===== src/rtl/frame_pkg.sv =====
`default_nettype none

package frame_pkg;

    localparam int frame_bits = 11;
    localparam int data_bits  = 8;

    // Field layout, first bit on the wire at the top.
    typedef struct packed
    {
        logic                 start;
        logic [data_bits-1:0] data;
        logic                 parity;
        logic                 stop;
    } frame_fields_t;

    // Same word seen as shifted bits or as frame fields.
    typedef union packed
    {
        logic [frame_bits-1:0] raw;
        frame_fields_t         fields;
    } frame_word_u;

endpackage

`default_nettype wire


===== src/rtl/sipo_ctrl_pkg.sv =====
`default_nettype none

package sipo_ctrl_pkg;

    // Capture controller states.
    typedef enum logic [2:0]
    {
        st_idle    = 3'd0,
        st_armed   = 3'd1,
        st_lead_in = 3'd2,
        st_logging = 3'd3,
        st_ready   = 3'd4
    } ctrl_state_e;

    // Cycle counter select codes.
    localparam logic [1:0] cnt_sel_clear = 2'b00;
    localparam logic [1:0] cnt_sel_count = 2'b11;
    localparam logic [1:0] cnt_sel_hold  = 2'b10;

    localparam int counter_width = 16;

    // Counter values that close the lead-in and the logging window.
    localparam logic [counter_width-1:0] lead_in_last = 16'd3;
    localparam logic [counter_width-1:0] logging_last = 16'd14;

    // Button debounce.
    localparam int debounce_cycles = 4;
    localparam int debounce_width  = $clog2(debounce_cycles);
    localparam logic [debounce_width-1:0] debounce_last = debounce_width'(debounce_cycles - 1);

endpackage

`default_nettype wire


===== src/rtl/button_sync.sv =====
`timescale 1ns/1ps
`default_nettype none

module button_sync
(
    input  wire  clk2,
    input  wire  reset_b,
    input  wire  button,
    output logic control_signal
);

    logic                                   sync_q1;
    logic                                   sync_q2;
    logic [sipo_ctrl_pkg::debounce_width-1:0] deb_cnt;

    // Two-flop synchronizer.
    always_ff @(posedge clk2 or negedge reset_b)
    begin
        if (!reset_b)
        begin
            sync_q1 <= 1'b0;
            sync_q2 <= 1'b0;
        end
        else
        begin
            sync_q1 <= button;
            sync_q2 <= sync_q1;
        end
    end

    // Output follows only after a run of differing samples.
    always_ff @(posedge clk2 or negedge reset_b)
    begin
        if (!reset_b)
        begin
            deb_cnt        <= '0;
            control_signal <= 1'b0;
        end
        else if (sync_q2 == control_signal)
        begin
            deb_cnt <= '0;
        end
        else if (deb_cnt == sipo_ctrl_pkg::debounce_last)
        begin
            deb_cnt        <= '0;
            control_signal <= sync_q2;
        end
        else
        begin
            deb_cnt <= deb_cnt + 1'b1;
        end
    end

endmodule

`default_nettype wire


===== src/rtl/cycle_counter.sv =====
`timescale 1ns/1ps
`default_nettype none

module cycle_counter
(
    input  wire                                     clk2,
    input  wire                                     reset_b,
    input  wire  [1:0]                              counter_sel,
    output logic [sipo_ctrl_pkg::counter_width-1:0] counter_value
);

    always_ff @(posedge clk2 or negedge reset_b)
    begin
        if (!reset_b)
        begin
            counter_value <= '0;
        end
        else
        begin
            case (counter_sel)
                sipo_ctrl_pkg::cnt_sel_clear: counter_value <= '0;
                sipo_ctrl_pkg::cnt_sel_count: counter_value <= counter_value + 1'b1;
                // Hold, and the unused code.
                default:                      counter_value <= counter_value;
            endcase
        end
    end

    a_clear_to_zero: assert property (
        @(posedge clk2) disable iff (!reset_b)
        counter_sel == sipo_ctrl_pkg::cnt_sel_clear |=> counter_value == '0
    );

endmodule

`default_nettype wire


===== src/rtl/frame_decoder.sv =====
`timescale 1ns/1ps
`default_nettype none

module frame_decoder
(
    input  wire                                 clk2,
    input  wire                                 reset_b,
    input  wire                                 data_ready,
    input  wire  frame_pkg::frame_word_u        frame,
    output logic                                frame_done,
    output logic [frame_pkg::data_bits-1:0]     data_byte,
    output logic                                parity_error,
    output logic                                framing_error
);

    logic ready_q;
    logic ready_rise;

    assign ready_rise = data_ready && !ready_q;

    always_ff @(posedge clk2 or negedge reset_b)
    begin
        if (!reset_b)
        begin
            ready_q       <= 1'b0;
            frame_done    <= 1'b0;
            parity_error  <= 1'b0;
            framing_error <= 1'b0;
        end
        else
        begin
            ready_q    <= data_ready;
            frame_done <= ready_rise;
            if (ready_rise)
            begin
                // Even parity over data and parity bit.
                parity_error  <= ^{frame.fields.data, frame.fields.parity};
                framing_error <= frame.fields.start || !frame.fields.stop;
            end
        end
    end

    always_ff @(posedge clk2)
    begin
        if (ready_rise)
            data_byte <= frame.fields.data;
    end

endmodule

`default_nettype wire


===== src/rtl/sipo_controller.sv =====
`timescale 1ns/1ps
`default_nettype none

module sipo_controller
(
    input  wire                                     clk2,
    input  wire                                     reset_b,
    input  wire                                     control_signal,
    input  wire  [sipo_ctrl_pkg::counter_width-1:0] counter_value,
    output logic [1:0]                              counter_sel,
    output logic                                    data_logging,
    output logic                                    data_ready
);

    sipo_ctrl_pkg::ctrl_state_e state_q;
    sipo_ctrl_pkg::ctrl_state_e state_d;

    always_ff @(posedge clk2 or negedge reset_b)
    begin
        if (!reset_b)
            state_q <= sipo_ctrl_pkg::st_idle;
        else
            state_q <= state_d;
    end

    always_comb
    begin
        counter_sel  = sipo_ctrl_pkg::cnt_sel_clear;
        data_logging = 1'b0;
        data_ready   = 1'b0;
        state_d      = state_q;
        case (state_q)
            sipo_ctrl_pkg::st_idle:
            begin
                if (control_signal)
                    state_d = sipo_ctrl_pkg::st_armed;
            end
            // Wait for the release.
            sipo_ctrl_pkg::st_armed:
            begin
                if (!control_signal)
                    state_d = sipo_ctrl_pkg::st_lead_in;
            end
            sipo_ctrl_pkg::st_lead_in:
            begin
                counter_sel = sipo_ctrl_pkg::cnt_sel_count;
                if (counter_value == sipo_ctrl_pkg::lead_in_last)
                    state_d = sipo_ctrl_pkg::st_logging;
            end
            sipo_ctrl_pkg::st_logging:
            begin
                counter_sel  = sipo_ctrl_pkg::cnt_sel_count;
                data_logging = 1'b1;
                if (counter_value == sipo_ctrl_pkg::logging_last)
                    state_d = sipo_ctrl_pkg::st_ready;
            end
            // New press starts another capture.
            sipo_ctrl_pkg::st_ready:
            begin
                counter_sel = sipo_ctrl_pkg::cnt_sel_hold;
                data_ready  = 1'b1;
                if (control_signal)
                    state_d = sipo_ctrl_pkg::st_armed;
            end
            default:
            begin
                state_d = sipo_ctrl_pkg::st_idle;
            end
        endcase
    end

    a_log_ready_exclusive: assert property (
        @(posedge clk2) disable iff (!reset_b)
        !(data_logging && data_ready)
    );

    // Logging window spans counter values 4 through 14, then drops.
    a_log_window: assert property (
        @(posedge clk2) disable iff (!reset_b)
        $rose(data_logging) |->
            counter_value == sipo_ctrl_pkg::lead_in_last + 1'b1
            ##(frame_pkg::frame_bits - 1)
            (data_logging && counter_value == sipo_ctrl_pkg::logging_last)
            ##1 !data_logging
    );

endmodule

`default_nettype wire


===== src/rtl/sipo_shift_reg.sv =====
`timescale 1ns/1ps
`default_nettype none

module sipo_shift_reg
(
    input  wire                      clk2,
    input  wire                      reset_b,
    input  wire                      data_logging,
    input  wire                      serial_in,
    output frame_pkg::frame_word_u   frame
);

    // First bit in ends at the top after a full frame.
    always_ff @(posedge clk2 or negedge reset_b)
    begin
        if (!reset_b)
        begin
            frame.raw <= '0;
        end
        else if (data_logging)
        begin
            frame.raw <= {frame.raw[frame_pkg::frame_bits-2:0], serial_in};
        end
    end

endmodule

`default_nettype wire


===== src/rtl/sipo_top.sv =====
`timescale 1ns/1ps
`default_nettype none

module sipo_top
(
    input  wire                             clk2,
    input  wire                             reset_b,
    input  wire                             button,
    input  wire                             serial_in,
    output logic                            logging,
    output logic                            ready,
    output logic                            frame_done,
    output logic [frame_pkg::data_bits-1:0] data_byte,
    output logic                            parity_error,
    output logic                            framing_error
);

    logic                                   control_signal;
    logic [1:0]                             counter_sel;
    logic [sipo_ctrl_pkg::counter_width-1:0] counter_value;
    frame_pkg::frame_word_u                 frame_word;

    button_sync button_sync_i
    (
        .clk2           (clk2),
        .reset_b        (reset_b),
        .button         (button),
        .control_signal (control_signal)
    );

    cycle_counter cycle_counter_i
    (
        .clk2          (clk2),
        .reset_b       (reset_b),
        .counter_sel   (counter_sel),
        .counter_value (counter_value)
    );

    sipo_controller sipo_controller_i
    (
        .clk2           (clk2),
        .reset_b        (reset_b),
        .control_signal (control_signal),
        .counter_value  (counter_value),
        .counter_sel    (counter_sel),
        .data_logging   (logging),
        .data_ready     (ready)
    );

    sipo_shift_reg sipo_shift_reg_i
    (
        .clk2         (clk2),
        .reset_b      (reset_b),
        .data_logging (logging),
        .serial_in    (serial_in),
        .frame        (frame_word)
    );

    frame_decoder frame_decoder_i
    (
        .clk2          (clk2),
        .reset_b       (reset_b),
        .data_ready    (ready),
        .frame         (frame_word),
        .frame_done    (frame_done),
        .data_byte     (data_byte),
        .parity_error  (parity_error),
        .framing_error (framing_error)
    );

endmodule

`default_nettype wire


===== config.mk =====
export PLATFORM = sky130hd
export DESIGN_NAME = sipo_top
export DESIGN_NICKNAME = d
export VERILOG_FILES = /design/src/rtl/frame_pkg.sv /design/src/rtl/sipo_ctrl_pkg.sv /design/src/rtl/button_sync.sv /design/src/rtl/cycle_counter.sv /design/src/rtl/frame_decoder.sv /design/src/rtl/sipo_controller.sv /design/src/rtl/sipo_shift_reg.sv /design/src/rtl/sipo_top.sv
export SDC_FILE = /design/constraint.sdc
export NUM_CORES = 1
export LEC_CHECK = 0
export BUFFER_PORTS_ARGS = -buffer_cell sky130_fd_sc_hd__buf_2
export CORE_UTILIZATION = 50
export CTS_CLUSTER_DIAMETER = 100
export CTS_CLUSTER_SIZE = 20
export DETAILED_ROUTE_END_ITERATION = 8
export PLACE_DENSITY = 0.68
export SYNTH_ARGS = -nofsm -noshare
export SYNTH_HDL_FRONTEND = slang
export SYNTH_SLANG_ARGS = --single-unit

===== constraint.sdc =====
create_clock -name clk2 -period 4.4 [get_ports clk2]
set_clock_uncertainty 0.05 [all_clocks]
set_input_delay 0.66 -clock clk2 [delete_from_list [all_inputs] [get_ports clk2]]
set_output_delay 0.66 -clock clk2 [all_outputs]
set_load 0.05 [all_outputs]

==> impl_summary.txt <==
----------------------------------------------------
[Status]
  Run status ... finished, final reports clean

[STA]
  Max Slew Vio Count ... 0
  Hold slack ... 0.299 ns
  Slew HR ... 43.5%
  Final count of negative-setup-slack endpoints ... 0
  Setup ws final ... between 1.5 and 2 ns
  Achievable clock frequency ... approximately 370 MHz
  Hold Vio Cnt, Final ... 0
  Period utilization ... 60.8%
  Total negative slack for setup checks ... 0 ns
  Post-layout min period ... approximately 2.7 ns
  Unrepaired setup endpoints after global routing ... no
  Actual transition at the worst max-transition pin ... 0.847 ns

[Final layout]
  Filler Cells Inserted ... between 300 and 400
  Share of layout cells above drive strength 1 ... 21.0%
  Number of diodes ... 0
  Final std cell area, no fill ... 2330 µm²
  Post-synthesis to final-layout area growth ... 11.7%
  Final Instance Count excl. Fillers ... 250
  Post-Route Utilization ... 58.1%
  Final net count ... 206

[Synthesis]
  Count of mapped cells out of synthesis ... between 150 and 200
  Most numerous cell in the Yosys netlist ... sky130_fd_sc_hd__dfrtp_1
  Main synth FF type ... sky130_fd_sc_hd__dfrtp_1
  Register bit total from synthesis ... 47
  Synth cell count leaders ... sky130_fd_sc_hd__dfrtp_1, sky130_fd_sc_hd__o21ai_0, sky130_fd_sc_hd__nand2_1
  Syn Std Cell Area ... 2080 µm²
  Number of flops mapped to enable cells by yosys ... 8
  Net Count, Synth ... between 150 and 200
  Largest cells by area after synthesis ... sky130_fd_sc_hd__dfrtp_1, sky130_fd_sc_hd__edfxtp_1, sky130_fd_sc_hd__mux2_2
  Ys async rst share ... 83.0%
  Leading area contributor after synthesis ... sky130_fd_sc_hd__dfrtp_1
  Total number of yosys warnings ... 0
  Number of unique standard cell types used by synthesis ... 36
  Synthesized area per cell ... 11.3 µm²
  Share of synthesized area occupied by flip-flops and latches ... approximately three fifths
  Yosys top cell area share ... 46.8%

[CTS]
  Number of post-CTS setup repair buffers ... 0
  CTS sink cnt ... 47
  Root buffer selected by CTS ... sky130_fd_sc_hd__clkbuf_8
  Clock buffers created by TritonCTS ... 5
  Clock tree from TritonCTS ... built
  Maximum buffer depth of the clock tree ... 2
  H-Tree Level Count ... 2
  Number of cells upsized or downsized after cts ... 0
  Hold_buf cts ... 0
  Worst-Skew Late Latency ... 0.29 ns
  Post-CTS clock slew at the launch and capture registers of the worst setup and hold paths ... 0.08 ns

[Critical path]
  Worst Setup Start Kind ... flip-flop
  Biggest cell delay along the critical path ... roughly 0.58 ns
  Critical-path cell list ... or3b_2, inv_1, buf_2
  Worst-case reg-to-reg path depth ... 3
  FF-to-FF setup slack ... 2.33 ns
  Required @ worst endpoint ... between 3 and 4 ns
  Worst reg2reg path endpoint ... frame_decoder_i.parity_error
  Worst Setup Path Type ... reg -> out
  Launching point of the worst reg2reg path ... sipo_controller_i.state_q[2]
  Master of the slowest instance on the critical path ... sky130_fd_sc_hd__or3b_2
  Data arrival at the endpoint of the critical path ... approximately 2.0 ns
  Maximum fanout count along the critical path ... 12
  Crit end category ... output port

[Power]
  Total power of the final layout ... roughly 1.5 mW
  Leakage power of the design ... 0.994 nW
  Maximum ir drop on the vdd rail ... 0.288 mV
  Total power divided by cell area ... 650 nW/µm²

[Route]
  Average vias per placed instance ... 5.80
  DRC marker count from the first detailed-route iteration ... 67
  Count of unresolved DRC violations after routing ... 0
  Remaining antenna violation count after routing ... 0
  Wire length per cell ... 14.5 µm
  DRT Pass-1 Iters ... 4
  Total number of vias ... 1449
  Wire length after detailed routing ... 3.63 mm

[GRT]
  Number of antenna violations at the first check in global routing ... 0
  GRT Residual Overflow ... 0
  Vias in the first global route ... 1379
  Pin count of the biggest net entering global routing ... 40
  All-layer global routing usage ... 18.9%
  Global-route wire length before repair ... 6.22 mm

[Min path]
  Hold path startpoint ... button_sync_i.sync_q1
  Count of cells along the worst hold path ... 0
  Min-Delay Path Class ... reg -> reg
  Capture endpoint of the worst hold path ... button_sync_i.sync_q2

[Floorplan]
  Std cell rows ... 23
  Chip width ... between 60 and 70 µm
  Starting density of the core ... 52.1%
  I/O pin count ... 17
  Core ar. ... 4000 µm²
  Area of the die ... 4430 µm²
  Chip height ... 66.6 µm

[Place]
  Port-buffer cells ... 16
  Pre-CTS setup slack ... 2.04 ns
  Total cell area at the placement stage ... 2190 µm²
  HPWL reported at the end of detailed placement ... ~2.5 mm
  Global placer's final weighted congestion ... 0.809
  Cell Count Post-Placement ... 242

[Job]
  Number of maximum-capacitance constraint violations ... 0

----------------------------------------------------
-- worst max-delay path by stage --
stage	from	to	slack, ns	cells past startpoint
6_report	sipo_controller_i.state_q[2]	ready	1.72	3
3_5_place_dp	sipo_controller_i.state_q[1]	ready	2.04	3
2_1_floorplan	sipo_controller_i.state_q[1]	ready	2.30	4
5_1_grt	sipo_controller_i.state_q[1]	logging	1.64	5
4_1_cts	sipo_controller_i.state_q[2]	ready	1.71	3
3_3_place_gp	sipo_controller_i.state_q[1]	ready	2.09	3
-- per-layer routing --
metal	part of all wire (%)	track usage, %	up-vias
met3	5.0	5.14	2
met5	0	0	-
li1	-	-	688
met4	0.63	5.59	0
met2	51	32.7	44
met1	43	22.6	715
-- cell families after synthesis --
group | synth area share, %
compound gates | 11.3
xor+xnor | 3.78
fa+ha+maj | 1.80
buf+inv | 3.00
flops | 58.4
mux | 6.49
simple gates | 15.3
-- layout by cell type, fill, tap and decap left out, types with 2 or more instances in the layout --
cell / instances
sky130_fd_sc_hd__clkbuf_8: 5
sky130_fd_sc_hd__mux2_2: 12
sky130_fd_sc_hd__dfrtp_1: 39
sky130_fd_sc_hd__nand4_1: 7
sky130_fd_sc_hd__a21oi_1: 5
sky130_fd_sc_hd__nand2b_1: 2
sky130_fd_sc_hd__a31oi_1: 5
sky130_fd_sc_hd__nand3_1: 4
sky130_fd_sc_hd__inv_1: 6
sky130_fd_sc_hd__xnor2_1: 7
sky130_fd_sc_hd__nor2_1: 6
sky130_fd_sc_hd__nor4_1: 4
sky130_fd_sc_hd__nor2b_1: 2
sky130_fd_sc_hd__nand2_1: 18
sky130_fd_sc_hd__bufinv_16: 2
sky130_fd_sc_hd__ha_1: 3
sky130_fd_sc_hd__o31ai_1: 4
sky130_fd_sc_hd__o21ai_0: 25
sky130_fd_sc_hd__xor2_1: 2
sky130_fd_sc_hd__edfxtp_1: 8
sky130_fd_sc_hd__nor3b_1: 2
sky130_fd_sc_hd__buf_2: 16
-- power by group --
group	switching [mW]	total, mW	internal (mW)
Clock	0.138	0.365	0.227
Sequential	0.106	0.658	0.552
Combinational	0.247	0.489	0.242
-- critical path: cells and delay by family (launching register included) --
kind                   cells  cell delay [ns]
and+or+nand+nor            1             0.58
DFF                        1             0.46
buffers and inverters      2             0.63
-- layout make-up --
class	count	area (µm²)	share of cell area [%]
sequential	47	1220	52.3
timing repair buffer	17	87.6	3.77
inverter	6	22.5	0.968
clock inverter	2	60.1	2.58
clock buffer	6	72.6	3.12
tap	50	62.6	2.69
multi-input combinational	122	805	34.6
-- flip-flops by register name, summed over array words and instances, names as in the netlist --
signal	flops
button_sync_i.sync_q2	1
frame_decoder_i.parity_error	1
frame_decoder_i.data_byte	8
button_sync_i.control_signal	1
frame_decoder_i.frame_done	1
sipo_shift_reg_i.frame	11
frame_decoder_i.ready_q	1
button_sync_i.sync_q1	1
sipo_controller_i.state_q	3
button_sync_i.deb_cnt	2
frame_decoder_i.framing_error	1
cycle_counter_i.counter_value	16
Note: power is estimated with default switching activity, not from simulation.
